<file path="src/verilog/mem_pkg.sv">
package mem_pkg;

	localparam int XLEN = 32;
	localparam int BYTE_W = 8;
	localparam int WB_SEL_W = 4;

	// Four byte banks of 256 entries, 1 KiB in all.
	localparam int NUM_LANES = 4;
	localparam int OFFSET_W = $clog2(NUM_LANES);
	localparam int BANK_ADDR_W = 8;
	localparam int BANK_DEPTH = 1 << BANK_ADDR_W;

	localparam int READ_BUSY_CYCLES = 2; // Ready low after a read.
	localparam int BUSY_CNT_W = $clog2(READ_BUSY_CYCLES + 1);

	typedef enum logic [3:0] {
		MEM_NONE,
		MEM_LB,
		MEM_LBU,
		MEM_LH,
		MEM_LHU,
		MEM_LW,
		MEM_SB,
		MEM_SH,
		MEM_SW
	} mem_op_t;

	typedef enum logic [1:0] {
		CMD_NONE,
		CMD_READ,
		CMD_WRITE
	} mem_cmd_t;

	typedef enum logic [1:0] {
		SIZE_BYTE,
		SIZE_HALF,
		SIZE_WORD
	} mem_size_t;

endpackage

</file>
<file path="src/verilog/byte_bank.sv">
`timescale 1ns/1ps

module byte_bank (
	input logic clk,
	input logic [mem_pkg::BANK_ADDR_W-1:0] index,
	input logic we,
	input logic [mem_pkg::BYTE_W-1:0] wbyte,
	output logic [mem_pkg::BYTE_W-1:0] rbyte
);
	import mem_pkg::*;

	logic [BYTE_W-1:0] mem [BANK_DEPTH];

	always_ff @(posedge clk) begin
		if (we) begin
			mem[index] <= wbyte;
		end
		rbyte <= mem[index]; // Old data on a same-cycle write.
	end

endmodule

</file>
<file path="config.mk">
export PLATFORM = sky130hd
export DESIGN_NAME = byte_bank
export DESIGN_NICKNAME = d
export VERILOG_FILES = /design/src/verilog/mem_pkg.sv /design/src/verilog/byte_bank.sv
export SDC_FILE = /design/constraint.sdc
export NUM_CORES = 2
export LEC_CHECK = 0
export BUFFER_PORTS_ARGS = -buffer_cell sky130_fd_sc_hd__buf_2
export CORE_UTILIZATION = 52
export CTS_CLUSTER_DIAMETER = 60
export DETAILED_ROUTE_END_ITERATION = 10
export PLACE_DENSITY = 0.74
export SKIP_LAST_GASP = 1
export SLEW_MARGIN = 20
export SYNTH_ARGS = -nofsm -noshare
export SYNTH_HDL_FRONTEND = slang
export SYNTH_SLANG_ARGS = --single-unit
export TNS_END_PERCENT = 5
</file>
<file path="constraint.sdc">
create_clock -name clk -period 4.2 [get_ports clk]
set_input_delay 0.42 -clock clk [delete_from_list [all_inputs] [get_ports clk]]
set_output_delay 0.42 -clock clk [all_outputs]
set_load 0.1 [all_outputs]
</file>
[Word level (Yosys, flattened, before mapping)]
Memory sizes are Yosys's and may differ from the RTL's. A register that Yosys moved wholly into a read port is not among the register bits.
Cells that the tools add are included.
Word-level totals
  register bits: 0
  memory bits (writable): 2048
  output and inout bits: 8
  logic and storage cells: 3
  memories kept: 1
Cells by class
  muxes and demuxes: 2
Memory list
  mem: words 256, bits a word 8, rd ports 1, clocked after Yosys merged registers in 1, write ports 1, RTL line byte_bank.sv:12  | logic [BYTE_W-1:0] mem [BANK_DEPTH];
Operator list (number)
  $mux 1: 2

[Longest topological paths before layout]
  depth after elaboration: 2
  depth in mapped cells: 10

[Worst setup path before layout]
Ideal clock, no wire load.
  path kind: input -> register
  start point: input index[1] (netlist name)
  end point: memory mem[111][0], enable pin
  library setup time: 0.370 ns
  arrival: 2.269 ns
  data required time: 3.830 ns
  path slack: 1.561 ns
  stages: 9
  path buffers: 5
  cells stage by stage: buf_2 -> clkbuf_1 -> clkbuf_1 -> nand2_1 -> buf_2 -> nor2_1 -> nand2_1 -> clkbuf_1 -> nor2_1
RTL lines
  start, declared: RTL line byte_bank.sv:5  | input logic [mem_pkg::BANK_ADDR_W-1:0] index,
  end, declared: RTL line byte_bank.sv:12
No word-level cell before the write port.

==> impl_results.md <==
- Setup TNS: 0 ns
- Fmax: 322 MHz
- Status: complete, no violations
- Largest net degree at the start of global routing: approximately 150
- Leakage power: 27.4 nW
- Nets: 3847
- Worst slew pin tran: 1.25 ns
- Clock transition at the registers of the reported paths: 0.06 ns
- Final setup fails: 0
- CP Class: in -> reg
- Yosys warns: 0
- Via density: 6.48
- Setup crit start kind: input port
- Starting Density: 0.524
- Most common cell after layout, fill and taps aside: edfxtp_1
- Die height: 391 µm
- Pint: ~33 mW
- Initial antenna violation count: 6
- Leading area contributor after synthesis: edfxtp_1
- Synth Area per Inst: approximately 22 µm²
- Sequential Power Share: 0.541
- Total track usage: 0.249
- Mapped cell area: 0.0785 mm²
- RD Place Congestion: 0.830
- Share of cells above drive strength 1: 0.277
- First-pass DRT Iterations: 5
- Crit path max fanout: 50
- I/O pin count: 26
- Area Overhead vs Synth: 13.4%
- CTS H-Tree Depth: 4
- Routed Antenna Nets: 0
- Vias: 39000
- Comb pwr share: 0.048
- CTS Buffer Depth: 3
- Top cell type's share of synthesized area: 0.783
- Worst endpoint required time: 4.86 ns
- Post-CTS setup buffer count: 0
- Fillers: 10200
- Yosys reg bits: 2056
- Drt initial violations: 4959
- Commonest non-fill, non-tap cells in the layout: 2048 x edfxtp_1, 512 x mux4_2, 258 x buf_4, 256 x a22oi_1, 231 x nor2_1
- Tmin final: 3.10 ns
- Sw Pwr: slightly below 9 mW
- Sw Ratio: 0.212
- Power, Total: approximately 42 mW
- Number of max-cap violations: 0
- Sequential area share after synthesis: 0.786
- Crit share post-route: 0.739
- Synth top area cells: edfxtp_1 78%, mux4_2 15%, a22oi_1 2.4%
- Drt wl/cell: 31.3 µm
- Syn Nets: 3565
- RSZ-0062 raised after global routing: false
- Cell count after synthesis: 3547
- Routed WL: between 150 and 200 mm
- Site Rows: around 140
- Worst IR Drop VDD: 0.359 mV
- Synth cell types: 22
- PortBufs: 25
- Worst-skew pair later-pin latency: 0.82 ns
- Clk sinks: just over 2000
- Post-Route Skew: 0.0281 ns
- Power Density: approximately 470 mW/mm²
- Num CTS Buffers: 196
- CTS resizes: 0
- CP Capture Type: flop
- Root Buffer: clkbuf_16
- Core area: 0.150 mm²
- Placed cell count: 5647
- Global-route wire length before repair: 273 mm
- HP Class: in -> reg
- Remaining DRCs: 0
- Final hold vios: 0
- Die Area: approximately 0.15 mm²
- Hold_buf cts: 0
- Final core occ: 0.594
- Gr ovfl total: 0
- HPWL Detailed: 111 mm
- Rel. slew slack: 0.163
- Clock tree from TritonCTS: yes
- Clk pwr share: 0.411
- Vias in the first global route: 38900
- WP data arrival: 3.76 ns
- Max Slew Vio Count: 0
- Die width: ~390 µm
- Post-Layout Cell Count: between 6000 and 7000
==> cell usage after synthesis <==
cell / instances
edfxtp_1: 2048
mux4_2: 512
a22oi_1: 256
nor2_1: 232
clkbuf_1: 145
a21oi_1: 128
buf_2: 36
o41ai_1: 32
nor3_1: 30
nand2_1: 28
buf_1: 19
buf_4: 16
buf_6: 16
nand3_1: 13
dfxtp_1: 8
nand4_1: 8
nor2b_1: 7
nand2b_1: 6
and2_1: 3
or2_2: 2
inv_1: 1
or3_1: 1
==> flip-flops by register name, indices dropped and copies added, names as in the netlist <==
register and count:
mem 2048, rbyte 8
==> cell families (layout without fill, tap and decap cells) <==
| kind of cell | count (synthesis) | count (layout) | share of synthesized area |
|---|---|---|---|
| buf+inv | 233 | 678 | 0.0140 |
| compound gates | 416 | 416 | 0.0362 |
| mux | 512 | 512 | 0.147 |
| flops | 2056 | 2056 | 0.786 |
| other cells | 0 | 2 | 0 |
| simple gates | 330 | 330 | 0.0173 |
==> critical path, stage by stage <==
cell     delay [ns]
buf_8          0.50
buf_12         0.31
buf_4          0.18
buf_4          0.17
mux4_2         0.51
a22oi_1        0.19
a21oi_1        0.17
o41ai_1        0.98
nand4_1        0.16
==> area by class of cell <==
class / count / area [µm²] / share of cell area
Inverter: 1 / 3.75 / 0.0000422
Antenna cell: 2 / 5.00 / 0.0000562
Tap cell: 2016 / 2520 / 0.0283
Sequential cell: 2056 / 61700 / 0.693
Timing Repair Buffer: 316 / 2810 / 0.0316
Clock inverter: 113 / 983 / 0.0111
Multi-Input combinational cell: 1258 / 15800 / 0.177
Clock buffer: 248 / 5250 / 0.0589
==> final timing paths <==
check	startpoint	end	slack, ns	depth (start not counted)
max	index[0]	rbyte[4]	1.10	9
max reg2reg	mem[251][2]	rbyte[2]	1.41	6
min	wbyte[0]	mem[5][0]	0.12	1
min reg2reg	mem[160][2]	rbyte[2]	0.97	5
==> stage by stage <==
step	setup slack [ns]	hold slack, ns	instance area, µm²
3_5_place_dp	0.221	0.944	82800
5_1_grt	1.04	0.107	89000
2_1_floorplan	1.56	0.519	78500
6_report	1.10	0.121	89000
3_3_place_gp	0.198	0.926	82800
4_1_cts	1.08	0.0723	89000
==> power groups by stage <==
stage          Sequential, mW  Clock, mW  Combinational (mW)
3_3_place_gp             23.1          0                1.98
5_1_grt                  22.6       18.1                2.12
4_1_cts                  22.7       17.4                2.03
6_report                 22.7       17.2                2.03
2_1_floorplan            23.2          0                1.00
3_5_place_dp             23.1          0                2.02
==> layer usage <==
| metal | vias to the layer above | GRT usage | share of wire | wire length, µm |
|---|---|---|---|---|
| li1 | 15600 | - | - | - |
| met1 | 20400 | 0.360 | 0.38 | 71700 |
| met2 | 2576 | 0.382 | 0.47 | 88800 |
| met3 | 360 | 0.0547 | 0.11 | 21300 |
| met4 | 4 | 0.0820 | 0.032 | 6070 |
| met5 | - | 0 | 0.00013 | 25 |
(Power assumes the default switching activity.)
