### src/verilog/mem_pkg.sv
package mem_pkg;

	localparam int XLEN = 32;
	localparam int BYTE_W = 8;
	localparam int WB_SEL_W = 4;

	// Four byte banks of 256 entries, 1 KiB in all.
	localparam int NUM_LANES = 4;
	localparam int OFFSET_W = $clog2(NUM_LANES);
	localparam int BANK_ADDR_W = 8;
	localparam int BANK_DEPTH = 1 << BANK_ADDR_W;

	localparam int READ_BUSY_CYCLES = 2; // Ready low after a read.
	localparam int BUSY_CNT_W = $clog2(READ_BUSY_CYCLES + 1);

	typedef enum logic [3:0] {
		MEM_NONE,
		MEM_LB,
		MEM_LBU,
		MEM_LH,
		MEM_LHU,
		MEM_LW,
		MEM_SB,
		MEM_SH,
		MEM_SW
	} mem_op_t;

	typedef enum logic [1:0] {
		CMD_NONE,
		CMD_READ,
		CMD_WRITE
	} mem_cmd_t;

	typedef enum logic [1:0] {
		SIZE_BYTE,
		SIZE_HALF,
		SIZE_WORD
	} mem_size_t;

endpackage

### src/verilog/dmem_if.sv
`timescale 1ns/1ps

interface dmem_if;
	import mem_pkg::*;

	mem_cmd_t cmd;
	logic [XLEN-1:0] addr;
	mem_size_t size;
	logic [XLEN-1:0] wdata; // Store data in the low bits.
	logic ready;
	logic [XLEN-1:0] rdata;
	logic rdata_valid;

	modport stage (
		output cmd, addr, size, wdata,
		input ready, rdata, rdata_valid
	);

	modport memory (
		input cmd, addr, size, wdata,
		output ready, rdata, rdata_valid
	);

endinterface

### src/verilog/memory_stage.sv
`timescale 1ns/1ps

module memory_stage (
	input logic clk,
	input logic arst_n,
	input logic [mem_pkg::XLEN-1:0] reg_pc,
	input logic [mem_pkg::XLEN-1:0] rs2_data,
	input logic [mem_pkg::XLEN-1:0] alu_out,
	input mem_pkg::mem_op_t mem_op,
	input logic [mem_pkg::WB_SEL_W-1:0] wb_sel,
	output logic [mem_pkg::XLEN-1:0] read_data,
	output logic [mem_pkg::XLEN-1:0] out_reg_pc,
	output logic [mem_pkg::XLEN-1:0] out_alu_out,
	output logic [mem_pkg::WB_SEL_W-1:0] out_wb_sel,
	output logic next_flg,
	output logic stall,
	dmem_if.stage dmem
);
	import mem_pkg::*;

	typedef enum logic [1:0] {
		ST_WAIT,
		ST_WAIT_READY,
		ST_WAIT_READ_VAL,
		ST_END
	} state_t;

	state_t state;

	logic [XLEN-1:0] save_pc;
	logic [XLEN-1:0] save_alu;
	logic [XLEN-1:0] save_rs2;
	mem_op_t save_op;
	logic [WB_SEL_W-1:0] save_wb_sel;

	logic is_store;
	logic [XLEN-1:0] load_ext;

	assign is_store = save_op inside {MEM_SB, MEM_SH, MEM_SW};

	assign next_flg = (state == ST_WAIT && mem_op == MEM_NONE) || state == ST_END;
	assign stall = !next_flg;

	// Command only while waiting and the memory is ready.
	assign dmem.cmd = (state == ST_WAIT_READY && dmem.ready) ?
		(is_store ? CMD_WRITE : CMD_READ) : CMD_NONE;
	assign dmem.addr = save_alu;
	assign dmem.wdata = save_rs2;

	always_comb begin
		case (save_op)
			MEM_LB, MEM_LBU, MEM_SB: dmem.size = SIZE_BYTE;
			MEM_LH, MEM_LHU, MEM_SH: dmem.size = SIZE_HALF;
			default: dmem.size = SIZE_WORD;
		endcase
	end

	always_comb begin
		case (save_op)
			MEM_LB: load_ext = {{(XLEN-8){dmem.rdata[7]}}, dmem.rdata[7:0]};
			MEM_LBU: load_ext = {{(XLEN-8){1'b0}}, dmem.rdata[7:0]};
			MEM_LH: load_ext = {{(XLEN-16){dmem.rdata[15]}}, dmem.rdata[15:0]};
			MEM_LHU: load_ext = {{(XLEN-16){1'b0}}, dmem.rdata[15:0]};
			default: load_ext = dmem.rdata;
		endcase
	end

	// Instruction fields held for the whole access.
	always_ff @(posedge clk) begin
		if (state == ST_WAIT && mem_op != MEM_NONE) begin
			save_pc <= reg_pc;
			save_alu <= alu_out;
			save_rs2 <= rs2_data;
			save_op <= mem_op;
			save_wb_sel <= wb_sel;
		end
	end

	always_ff @(posedge clk or negedge arst_n) begin
		if (!arst_n) begin
			state <= ST_WAIT;
			read_data <= '1;
			out_reg_pc <= '0;
			out_alu_out <= '0;
			out_wb_sel <= '0;
		end else begin
			case (state)
				ST_WAIT: begin
					if (mem_op != MEM_NONE) begin
						state <= ST_WAIT_READY;
					end else begin
						read_data <= '1; // Pass-through.
						out_reg_pc <= reg_pc;
						out_alu_out <= alu_out;
						out_wb_sel <= wb_sel;
					end
				end
				ST_WAIT_READY: begin
					if (dmem.ready) begin
						if (is_store) begin
							read_data <= '1;
							state <= ST_END;
						end else begin
							state <= ST_WAIT_READ_VAL;
						end
					end
				end
				ST_WAIT_READ_VAL: begin
					if (dmem.rdata_valid) begin
						read_data <= load_ext;
						state <= ST_END;
					end
				end
				default: begin
					out_reg_pc <= save_pc;
					out_alu_out <= save_alu;
					out_wb_sel <= save_wb_sel;
					state <= ST_WAIT;
				end
			endcase
		end
	end

endmodule
### src/flat_wrapper.sv
// flat-port wrapper written by rule: the top's interface ports become plain ports
module memory_stage_flat import mem_pkg::*;
  (clk, arst_n, reg_pc, rs2_data, alu_out, mem_op, wb_sel, read_data, out_reg_pc, out_alu_out, out_wb_sel, next_flg, stall, dmem_cmd, dmem_addr, dmem_size, dmem_wdata, dmem_ready, dmem_rdata, dmem_rdata_valid);
  dmem_if dmem_i ();
  input logic clk;
  input logic arst_n;
  input logic [mem_pkg::XLEN-1:0] reg_pc;
  input logic [mem_pkg::XLEN-1:0] rs2_data;
  input logic [mem_pkg::XLEN-1:0] alu_out;
  input mem_pkg::mem_op_t mem_op;
  input logic [mem_pkg::WB_SEL_W-1:0] wb_sel;
  output logic [mem_pkg::XLEN-1:0] read_data;
  output logic [mem_pkg::XLEN-1:0] out_reg_pc;
  output logic [mem_pkg::XLEN-1:0] out_alu_out;
  output logic [mem_pkg::WB_SEL_W-1:0] out_wb_sel;
  output logic next_flg;
  output logic stall;
  output wire logic [$bits(dmem_i.cmd)-1:0] dmem_cmd;
  output wire logic [$bits(dmem_i.addr)-1:0] dmem_addr;
  output wire logic [$bits(dmem_i.size)-1:0] dmem_size;
  output wire logic [$bits(dmem_i.wdata)-1:0] dmem_wdata;
  input wire logic [$bits(dmem_i.ready)-1:0] dmem_ready;
  input wire logic [$bits(dmem_i.rdata)-1:0] dmem_rdata;
  input wire logic [$bits(dmem_i.rdata_valid)-1:0] dmem_rdata_valid;
  assign dmem_cmd = dmem_i.cmd;
  assign dmem_addr = dmem_i.addr;
  assign dmem_size = dmem_i.size;
  assign dmem_wdata = dmem_i.wdata;
  assign dmem_i.ready = dmem_ready;
  assign dmem_i.rdata = dmem_rdata;
  assign dmem_i.rdata_valid = dmem_rdata_valid;
  memory_stage u_core (.clk(clk), .arst_n(arst_n), .reg_pc(reg_pc), .rs2_data(rs2_data), .alu_out(alu_out), .mem_op(mem_op), .wb_sel(wb_sel), .read_data(read_data), .out_reg_pc(out_reg_pc), .out_alu_out(out_alu_out), .out_wb_sel(out_wb_sel), .next_flg(next_flg), .stall(stall), .dmem(dmem_i));
endmodule
### config.mk
export PLATFORM = sky130hd
export DESIGN_NAME = memory_stage_flat
export DESIGN_NICKNAME = d
export VERILOG_FILES = /design/src/verilog/mem_pkg.sv /design/src/verilog/dmem_if.sv /design/src/verilog/memory_stage.sv /design/src/flat_wrapper.sv
export SDC_FILE = /design/constraint.sdc
export NUM_CORES = 1
export LEC_CHECK = 0
export BUFFER_PORTS_ARGS = -buffer_cell sky130_fd_sc_hd__buf_2
export CAP_MARGIN = 40
export CORE_MARGIN = 2
export CORE_UTILIZATION = 33
export CTS_BUF_LIST = sky130_fd_sc_hd__clkbuf_2
export CTS_CLUSTER_SIZE = 12
export DETAILED_ROUTE_END_ITERATION = 6
export HOLD_SLACK_MARGIN = 0.06
export PLACE_DENSITY = 0.62
export SYNTH_ARGS = -nofsm -noshare
export SYNTH_HDL_FRONTEND = slang
export SYNTH_SLANG_ARGS = --single-unit
### constraint.sdc
create_clock -name clk -period 5 [get_ports clk]
set_clock_uncertainty 0.15 [all_clocks]
set_input_delay 1 -clock clk [delete_from_list [all_inputs] [get_ports clk]]
set_output_delay 1 -clock clk [all_outputs]
set_load 0.02 [all_outputs]
* Word-level counts from Yosys, hierarchy flattened *
Cells that the tools add are included.

cells by class
  bitwise operators = 1
  equality and inequality tests = 15
  mux-type cells = 20
  reduce and logical (&&, ||, !) cells = 16

operators by type and width
  cell                                                                    number
  32-bit 2-to-1 mux                                                       6
  32-bit case mux with 2 select lines                                     2
  32-bit case mux with 4 select lines                                     1
  32-bit case mux with 3 select lines                                     1
  4-bit by 3-bit equality test with 1-bit output (second input constant)  3
  2-bit 2-to-1 mux                                                        5
  4-bit by 2-bit equality test with 1-bit output (second input constant)  2
  2-bit inequality test (second input constant)                           4
  4-bit case mux with 2 select lines                                      1
  2-bit case mux with 3 select lines                                      1
  3-bit nonzero test                                                      2
  3-bit OR reduction                                                      2
  5-bit AND reduction                                                     1
  2-bit equality test (second input constant)                             2
  4-bit by 1-bit equality test with 1-bit output (second input constant)  1
  4-bit equality test (second input constant)                             1
  4-bit zero test                                                         1
  4-bit 2-to-1 mux                                                        1
  2-bit case mux with 2 select lines                                      1
  4-bit nonzero test                                                      1
  1-bit logical AND                                                       3
  3-bit AND reduction                                                     1
  2-bit by 1-bit equality test with 1-bit output (second input constant)  1
  2-bit zero test                                                         1
  other kinds (7)                                                         7

word-level totals
  register bits after elaboration = 206
  output and inout bits = 170
  logic and storage cells = 62
  input bits = 140

* Depth between registers and ports, before layout *
Gate-level depths: netlist of the first run.

  depth in word-level cells = 5
  gate-level depth with buffers = 10

* Least setup slack after synthesis of the first run *
No wires, ideal clock.

  path type = input to register
  start = input mem_op[0]
  end = register u_core.read_data[1] (netlist name)
  library setup time = 80 ps
  path slack = 880 ps
  arrival = 3890 ps
  stages = 6
  data required time = 4770 ps
  path buffers = 2
  cell sequence = o41ai_4 inv_1 and4bb_1 buf_6 buf_8 o22a_1

on the way
  longest elaborated chain between the ends = 3

ends and longest elaborated chain
  what                             line                 RTL
  start: declaration               flat_wrapper.sv:10   input mem_pkg::mem_op_t mem_op;
  4-bit nonzero test               memory_stage.sv:89   if (mem_op != MEM_NONE) begin
  2-bit inequality test (no line)  --
  5-bit AND reduction (no line)    --
  end signal: assignment           memory_stage.sv:110  read_data <= load_ext;
  end: declaration                 memory_stage.sv:11   output logic [mem_pkg::XLEN-1:0] read_data,

No other way between the ends.
A chain may end at the register's enable or synchronous reset.

* Worst setup path in the final report of the first run *
  start = register u_core.state[0]
  end = output stall

on the way
  longest elaborated chain between the ends = 4
  elaborated cells on any way between the ends = 5

ends and longest elaborated chain
  what                      line                 RTL
  start: declaration        memory_stage.sv:28   state_t state;
  start signal: assignment  memory_stage.sv:81   state <= ST_WAIT;
  start signal: assignment  memory_stage.sv:90   state <= ST_WAIT_READY;
  start signal: assignment  memory_stage.sv:102  state <= ST_END;
  2-bit zero test           memory_stage.sv:41   assign next_flg = (state == ST_WAIT && mem_op == MEM_NONE) || state == ST_END;
  1-bit logical AND         memory_stage.sv:41
  1-bit logical OR *        memory_stage.sv:41
  1-bit zero test *         memory_stage.sv:42   assign stall = !next_flg;
  end: declaration          flat_wrapper.sv:17   output logic stall;

Every way passes the cells marked *; elsewhere a longest branch is shown, timed or not.

==> results.json, run 1 <==
{
  "status": "finished, final reports clean",
  "io_buffers": 309,
  "cts_resized": 0,
  "crit_chain": "inv_1, ha_4, buf_4, a21o_1, inv_1, buf_2",
  "grt_pass1_wl_um": 32200,
  "crit_top_cell": "inv_1",
  "die_w_um": 160,
  "r2r_slack_ps": 2090,
  "clock_latency_ps": 780,
  "reg2reg_to": "u_core.read_data[24]",
  "finalHoldViolations": 0,
  "async_reset_ff_frac": 0.495,
  "first_pass_iters": 5,
  "syn-cell-area_um2": 8070,
  "cts_root_buf": "clkbuf_2",
  "top_layer_used": "met5",
  "worstPathMaxFanout": 36,
  "wl_met1_um": 8420,
  "yosysUniqueCellTypes": 40,
  "io_pins": 310,
  "grt_setup_unrepaired": "false",
  "grt_pass1_vias": 5815,
  "ys_warn_count": 0,
  "p_per_area_nw_per_um2": 700,
  "wl_um": 20800,
  "ys_ff_latch": 206,
  "clockBufferDepth": 3,
  "h-tree-depth": 2,
  "die_h_um": 160,
  "fin_crit_ps": 3500,
  "met3_length_um": 2410,
  "vias": 5710,
  "slew_violations": 0,
  "p_leak_nw": 4.90,
  "wl_per_cell_um": 16.1,
  "syn-num-nets": 713,
  "drt_iter0_markers": 275,
  "ir_drop_v": 0.000327,
  "cts.clk_slew.worst_paths_ps": 120,
  "ys_seq_area_frac": 0.708,
  "cp_slowest_cell": "buf_4",
  "grt_max_degree": 66,
  "worstMarginPinSlew_ps": 821,
  "antenna_left": 0,
  "numCtsBuffers": 54,
  "fmax_mhz": 286,
  "die_area_um2": 25700,
  "nNetsFinal": 1058,
  "reg2reg_depth": 7,
  "critical_path_arrival_ps": 2350,
  "worstSetupEndpointType": "output port",
  "overflow": 0,
  "met2WireLength_um": 9610,
  "place.gp.congestion": 0.805,
  "holdWs_ps": 181,
  "hold_class": "input port to async pin",
  "critPathLaunchType": "flop",
  "postCtsSetupBuffers": 0,
  "placementRows": 57,
  "crit_type": "flop to output port",
  "drc_errors": 0,
  "synthFlopType": "edfxtp_1",
  "avgSynthCellArea_um2": 14.2,
  "hpwlAfterDp_um": 14600,
  "vias_per_cell": 4.44,
  "antenna_found_initial": 3,
  "drive_above_1_share": 0.471,
  "synth_edf_count": 104,
  "fillCellCount": 2324,
  "initial_utilization": 0.334,
  "grt.total_usage": 0.158,
  "crit_required_ps": 3850,
  "max_stage_delay_ps": 500,
  "ctsHoldBuffers": 0,
  "cts_tree": "done",
  "fin_setup_tns_ps": 0,
  "syn_inst": 569,
  "finalCritPeriodShare": 0.700,
  "core_area_um2": 24200,
  "drv_cap": 0,
  "max-slew-margin-rel": 0.453,
  "r2r_start": "u_core.state[0]",
  "clock-sinks": 206,
  "setup_viol": 0,
  "areaGrowthSynthToFinish_pct": 29.8
}
flip-flops by register name (all words and copies together) (netlist names):
name and cells:
u_core.dmem.addr 32, u_core.dmem.wdata 32, u_core.out_alu_out 32, u_core.out_reg_pc 32
u_core.read_data 32, u_core.save_pc 32, u_core.out_wb_sel 4, u_core.save_op 4
u_core.save_wb_sel 4, u_core.state 2
worst max-delay path: cells and delay by family (launching register included):
family	cells	cell delay, ps
buffers and inverters	4	820
flip-flops	1	410
AO/OA/AOI/OAI	1	230
adder cells (fa/ha/maj)	1	160
worst max-delay path by stage:
stage,cells past startpoint,to,from
finish,6,stall,u_core.state[0]
global route,6,stall,u_core.state[0]
CTS,6,stall,u_core.state[0]
detailed placement,6,u_core.read_data[23],mem_op[1]
global placement,6,u_core.read_data[28],mem_op[1]
floorplan,6,u_core.read_data[1],mem_op[0]
layout make-up:
| cell class | count | area [µm²] | share of cell area |
|---|---|---|---|
| Tap cell | 324 | 405 | 0.0387 |
| Clock buffer | 87 | 435 | 0.0416 |
| Inverter | 30 | 115 | 0.0110 |
| Antenna cell | 3 | 7.51 | 0.000717 |
| Multi-Input combinational cell | 303 | 2080 | 0.199 |
| Clock inverter | 15 | 68.8 | 0.00657 |
| Sequential cell | 206 | 5720 | 0.546 |
| Timing Repair Buffer | 319 | 1640 | 0.157 |
stage by stage:
| stage | total power [mW] | area, µm² | util | setup WS (ps) | instances |
|---|---|---|---|---|---|
| detailed placement | 6.27 | 9960 | 0.412 | 1710 | 1182 |
| global placement | 6.16 | 9940 | 0.411 | 1740 | 1181 |
| finish | 7.33 | 10500 | 0.433 | 1500 | 1287 |
| floorplan | 5.26 | 8070 | - | 880 | 569 |
| global route | 7.90 | 10500 | 0.433 | 1250 | 1287 |
| CTS | 7.47 | 10500 | 0.433 | 1320 | 1284 |
logic make-up (layout without fill, tap and decap cells):
family | count (synthesis) | after routing | share of synthesized area
XOR/XNOR | 2 | 2 | 0.00217
AO/OA/AOI/OAI | 110 | 110 | 0.0780
flip-flops | 206 | 206 | 0.708
buffers and inverters | 60 | 451 | 0.0364
multiplexers | 96 | 96 | 0.120
AND/OR/NAND/NOR | 91 | 91 | 0.0494
other | 0 | 3 | 0
adder cells (fa/ha/maj) | 4 | 4 | 0.00620
where the power goes:
part | internal [mW] | switching, mW
clock network | 0.464 | 0.699
registers | 2.60 | 0.282
logic | 1.13 | 2.16
total | 4.19 | 3.14
cell usage after synthesis, types with 3 or more instances:
cell type  count  area (µm²)
a21oi_1       25         125
buf_1          6        22.5
buf_2          8        40.0
clkbuf_1      10        37.5
dfrtp_1       70        1750
dfstp_2       32         841
edfxtp_1     104        3120
ha_1           4        50.1
inv_1         30         113
mux2i_1       94         941
nand2_1       73         274
nand2b_1       5        31.3
nor2_1         3        11.3
o21ai_0       61         305
o21ai_1        8        40.0
o22a_1         7        61.3
cell usage in the layout (no fill, tap or decap), types with 4 or more instances in the layout:
cell type	synthesis	layout
o21ai_0	61	61
inv_1	30	29
nand2b_1	5	4
dfstp_2	32	32
a21oi_1	25	25
nand2_1	73	73
o21ai_1	8	8
o22a_1	7	7
dfrtp_1	70	70
mux2i_1	94	94
clkinv_1	0	10
buf_4	2	10
edfxtp_1	104	104
buf_2	8	308
clkbuf_2	0	87
metal layers:
layer,up-vias,GRT usage
met2,247,0.248
li1,2755,-
met3,32,0.0790
met4,2,0.0459
met5,-,0
met1,2674,0.192
Note: power is estimated with default switching activity, not from simulation.
==> run 2, diff against run 1 <==
- ABC_AREA: not set -> 1
- clock period: 5 -> 3.6 ns (I/O delays scaled with it)
==> results.json, run 2 <==
{
  "status": "finished, final reports clean",
  "p_leak_nw": 5.57,
  "fin_setup_tns_ps": 0,
  "cts_resized": 0,
  "setup_ws_ps": 429,
  "multi_input_area_um2": 2210,
  "yosys.area.top_type": "edfxtp_1",
  "io_pins": 310,
  "synth_mux_area_frac": 0.0835,
  "wl_per_cell_um": 15.7,
  "overflow": 0,
  "grt_setup_unrepaired": "false",
  "placed_cell_area_um2": 10000,
  "async_reset_ff_frac": 0.495,
  "place.gp.congestion": 0.842,
  "worstHoldPathCells": 5,
  "yosys-top-cells-count": "nand2_1, edfxtp_1, o21ai_0",
  "drive_above_1_share": 0.395,
  "total_power_mw": 11.2,
  "max_stage_delay_ps": 480,
  "fillCellCount": 2212,
  "postCtsSetupBuffers": 0,
  "worstMarginPinSlew_ps": 716,
  "synthFlopType": "edfxtp_1",
  "avgSynthCellArea_um2": 12.4,
  "synth_top_family_by_area": "simple AND/OR/NAND/NOR gates",
  "ys_ff_latch": 206,
  "cts_root_buf": "clkbuf_2",
  "synth_edf_count": 104,
  "max-slew-margin-rel": 0.521,
  "ir_drop_v": 0.000570,
  "finalCritPeriodShare": 0.881,
  "holdPathEnd": "u_core.read_data[19]",
  "antenna_found_initial": 1,
  "crit_required_ps": 2730,
  "worstPathMaxFanout": 17,
  "yosysUniqueCellTypes": 23,
  "critical_path_arrival_ps": 2300,
  "synth_xor_area_frac": 0,
  "synth.most_common_cell": "nand2_1",
  "antenna_left": 0,
  "die_area_um2": 26000,
  "clockBufferDepth": 3,
  "p_per_area_nw_per_um2": 944,
  "critPathLaunchType": "flop",
  "reg2reg_to": "u_core.state[0]",
  "post-route-util": 0.487,
  "dp.cells": 1266,
  "die_h_um": 161,
  "cts_tree": "done",
  "crit_chain": "nor2_2, nand2_1, and3_1, buf_2",
  "drt_iter0_markers": 475,
  "r2r_start": "u_core.state[1]",
  "ys_warn_count": 0,
  "h-tree-depth": 2,
  "grt_pass1_wl_um": 36800,
  "syn_inst": 659,
  "placementRows": 57,
  "syn-num-nets": 803,
  "clock_latency_ps": 780,
  "synthTopCellsByArea": "edfxtp_1, dfrtp_1, dfstp_2, mux2i_1, nand2_1",
  "first_pass_iters": 5,
  "place_ws_ps": 987,
  "synthAdderAreaFrac": 0.00614,
  "holdWs_ps": 183,
  "cts.clk_slew.worst_paths_ps": 100,
  "drc_errors": 0,
  "nNetsFinal": 1269,
  "wl_um": 23500,
  "regArea_um2": 5720,
  "grt_max_degree": 75,
  "die_w_um": 161,
  "stdcell_area_um2": 11800,
  "clock-sinks": 206,
  "min_from": "dmem_rdata[19]",
  "finalHoldViolations": 0,
  "syn-cell-area_um2": 8160,
  "r2r_slack_ps": 1200,
  "ys_seq_area_frac": 0.701,
  "slew_violations": 0,
  "io_buffers": 309,
  "fin_crit_ps": 3170,
  "drv_cap": 0,
  "vias_per_cell": 4.53,
  "final_cell_mix": "buf_2, nand2_1, dlygate4sd3_1",
  "mostFrequentLayoutCell": "buf_2",
  "core_area_um2": 24300,
  "hpwlAfterDp_um": 14800,
  "grt.total_usage": 0.177,
  "grt_pass1_vias": 6932,
  "numCtsBuffers": 54,
  "vias": 6773,
  "hold_class": "input port to flop",
  "initial_utilization": 0.335,
  "crit_type": "flop to output port",
  "crit_start": "u_core.save_op[3]",
  "areaGrowthSynthToFinish_pct": 45.2,
  "synthSimpleGateAreaFrac": 0.135,
  "worstSetupEndpointType": "output port",
  "reg2reg_depth": 8,
  "fmax_mhz": 315,
  "cp_slowest_cell": "edfxtp_1",
  "synth_compound_area_frac": 0.0442,
  "setup_viol": 0,
  "fin_cells": 1496,
  "yosysTopAreaCellShare": 0.383
}
run 2: cell types whose count changed after synthesis, sizes merged, moves of 7 or more:
cell   delta
nand2    +94
nand3    +68
mux2i    -26
a21oi    -25
inv      -15
nor2      +9
or2       +8
buf       +7
o22a      -7
run 2: worst max-delay path by stage:
stage	end	slack (ps)	cells past startpoint
final	dmem_size[1]	430	4
after global routing	dmem_size[1]	190	4
after CTS	dmem_size[1]	340	4
after detailed placement	u_core.out_alu_out[20]	990	7
after global placement	u_core.out_alu_out[25]	1030	7
after floorplan	u_core.dmem.addr[0]	70	4
run 2: critical path: cells and delay by family, from the launching register on:
family        cells  cell delay, ps
simple gates      3             920
flops             1             480
buf+inv           1             160
run 2: kinds of logic (layout without fill, tap and decap cells):
| kind of cell | Yosys count | in the layout |
|---|---|---|
| and+or+nand+nor | 258 | 258 |
| DFF | 206 | 206 |
| AOI/OAI and AO/OA | 72 | 72 |
| muxes | 68 | 68 |
| buffers and inverters | 51 | 563 |
| adders and majority gates | 4 | 4 |
| other | 0 | 1 |
run 2: routing by layer:
layer / vias up / share of wire / wire, µm / GRT usage
met4: 0 / 0.016 / 370 / 0.0560
li1: 3249 / - / - / -
met5: - / 0 / 0 / 0
met3: 32 / 0.10 / 2400 / 0.0711
met1: 3153 / 0.41 / 9700 / 0.216
met2: 339 / 0.47 / 11100 / 0.288
run 2: repair_timing:
item / in CTS / in global routing
hold buffers: 126 / 1
endpoints found under the setup margin: 0 / 0
endpoints found under the hold margin: 240 / 1
run 2: cell type report:
class	instances	area share
inverter	15	0.00497
clock inverter	10	0.00581
tap	324	0.0342
sequential	206	0.483
timing repair buffer	446	0.247
antenna	1	0.000211
multi-input combinational	402	0.186
clock buffer	92	0.0389
run 2: where the power goes:
group / switching (mW) / internal [mW]
Clock: 0.983 / 0.738
Combinational: 3.53 / 1.70
Sequential: 0.457 / 3.77
==> run 3, diff against run 2 <==
- CTS_BUF_LIST: sky130_fd_sc_hd__clkbuf_2 -> not set
- clock period: 3.6 -> 3.5 ns (I/O delays scaled with it)
==> results.json, run 3 (synthesis gave the netlist of run 2 again) <==
{
  "final_cell_mix": "buf_2, nand2_1, edfxtp_1",
  "wl_per_cell_um": 16.5,
  "cts_root_buf": "clkbuf_16",
  "worstSetupEndpointType": "output port",
  "initial_utilization": 0.335,
  "critPathLaunchType": "flop",
  "cts_tree": "done",
  "grt.total_usage": 0.162,
  "power.switching_mw": 5.02,
  "power.share.sequential": 0.365,
  "multi_input_area_um2": 2210,
  "clock_latency_ps": 520,
  "intPower_mw": 6.95,
  "hold_class": "input port to async pin",
  "reg2reg_depth": 8,
  "p_per_area_nw_per_um2": 1110,
  "antenna_left": 0,
  "die_area_um2": 26000,
  "h-tree-depth": 1,
  "antenna_found_initial": 0,
  "place.gp.congestion": 0.800,
  "first_pass_iters": 4,
  "fillCellCount": 2309,
  "p_leak_nw": 4.98,
  "ctsHoldBuffers": 0,
  "cp_slowest_cell": "edfxtp_1",
  "die_h_um": 161,
  "crit_type": "flop to output port",
  "combPwrFrac": 0.438,
  "crit_required_ps": 2650,
  "max_stage_delay_ps": 460,
  "grt_max_degree": 105,
  "vias_per_cell": 4.62,
  "fin_setup_tns_ps": 0,
  "status": "finished, final reports clean",
  "cts_resized": 0,
  "worstMarginPinSlew_ps": 729,
  "place_ws_ps": 1020,
  "ir_drop_v": 0.000563,
  "slew_violations": 0,
  "nNetsFinal": 1110,
  "grt_pass1_vias": 6179,
  "core_area_um2": 24300,
  "finalCritPeriodShare": 0.811,
  "io_pins": 310,
  "max-slew-margin-rel": 0.514,
  "die_w_um": 161,
  "cts.clk_slew.worst_paths_ps": 60,
  "critPathBufInv": 1,
  "grt_setup_unrepaired": "false",
  "overflow": 0,
  "drc_errors": 0,
  "worstPathMaxFanout": 18,
  "critical_path_arrival_ps": 1990,
  "drive_above_1_share": 0.405,
  "fin_crit_ps": 2840,
  "numCtsBuffers": 24,
  "mostFrequentLayoutCell": "buf_2",
  "worstSetupPathDepth": 4,
  "postCtsSetupBuffers": 0,
  "fmax_mhz": 352,
  "grt_pass1_wl_um": 33700,
  "setup_viol": 0,
  "setup_ws_ps": 663,
  "drt_iter0_markers": 492,
  "drv_cap": 0,
  "clock-sinks": 206,
  "placementRows": 57,
  "wl_um": 21500,
  "swShare": 0.419,
  "clkPwrFrac": 0.197,
  "hpwlAfterDp_um": 15000,
  "io_buffers": 309,
  "clockBufferDepth": 3,
  "diodes": 0,
  "finalHoldViolations": 0,
  "regArea_um2": 5720,
  "crit_family": "simple AND/OR/NAND/NOR gates",
  "crit_chain": "nor2_1, nand2_1, o21ai_0, buf_2",
  "areaGrowthSynthToFinish_pct": 32.3,
  "vias": 6043
}
run 3: cell types whose count changed in the layout (fill, tap and decap cells not counted), sizes merged:
cell,previous run,this run
buf,319,317
clkinvlp,0,1
inv,16,14
dlygate4sd3,127,0
clkbuf,92,34
diode,1,0
clkinv,8,9
run 3: worst paths after layout:
path,startpoint,endpoint,slack [ps]
hold reg to reg,u_core.read_data[9],u_core.read_data[9],310
setup reg to reg,u_core.state[0],u_core.read_data[21],1120
hold / removal,arst_n,u_core.out_reg_pc[19],100
min in group clk,rs2_data[25],u_core.dmem.wdata[25],210
max in group asynchronous,arst_n,u_core.read_data[15],2320
setup / recovery,u_core.save_op[1],dmem_size[0],660
run 3: final cells by class:
type / instances / share of cell area
clock buffers: 34 / 0.0610
clock inverters: 10 / 0.00789
inverters: 15 / 0.00557
multi-input cells: 402 / 0.205
flip-flops and latches: 206 / 0.530
well taps: 324 / 0.0376
repair buffers: 317 / 0.153
run 3: stage by stage:
step | area [µm²] | cells | hold WS (ps) | power, mW | util
2_1_floorplan | 8160 | 659 | 254 | 8.03 | -
3_3_place_gp | 10000 | 1263 | 301 | 9.62 | 0.412
3_5_place_dp | 10000 | 1264 | 304 | 9.74 | 0.413
4_1_cts | 10800 | 1308 | 101 | 12.2 | 0.444
5_1_grt | 10800 | 1308 | 137 | 12.9 | 0.444
6_report | 10800 | 1308 | 103 | 12.0 | 0.444
run 3: power by group through the flow:
stage          logic [mW]  registers [mW]  clock network [mW]
5_1_grt              5.86            4.48                2.53
6_report             5.24            4.37                2.36
2_1_floorplan        2.62            5.40                   0
3_5_place_dp         5.35            4.39                   0
3_3_place_gp         5.25            4.37                   0
4_1_cts              5.35            4.37                2.44
run 3: layer usage:
layer | share of wire | wire [µm] | GRT usage | vias up
li1 | - | - | - | 2904
met1 | 0.41 | 8890 | 0.202 | 2838
met2 | 0.46 | 9970 | 0.267 | 265
met3 | 0.10 | 2180 | 0.0616 | 36
met4 | 0.023 | 493 | 0.0406 | 0
met5 | 0 | 0 | 0 | -
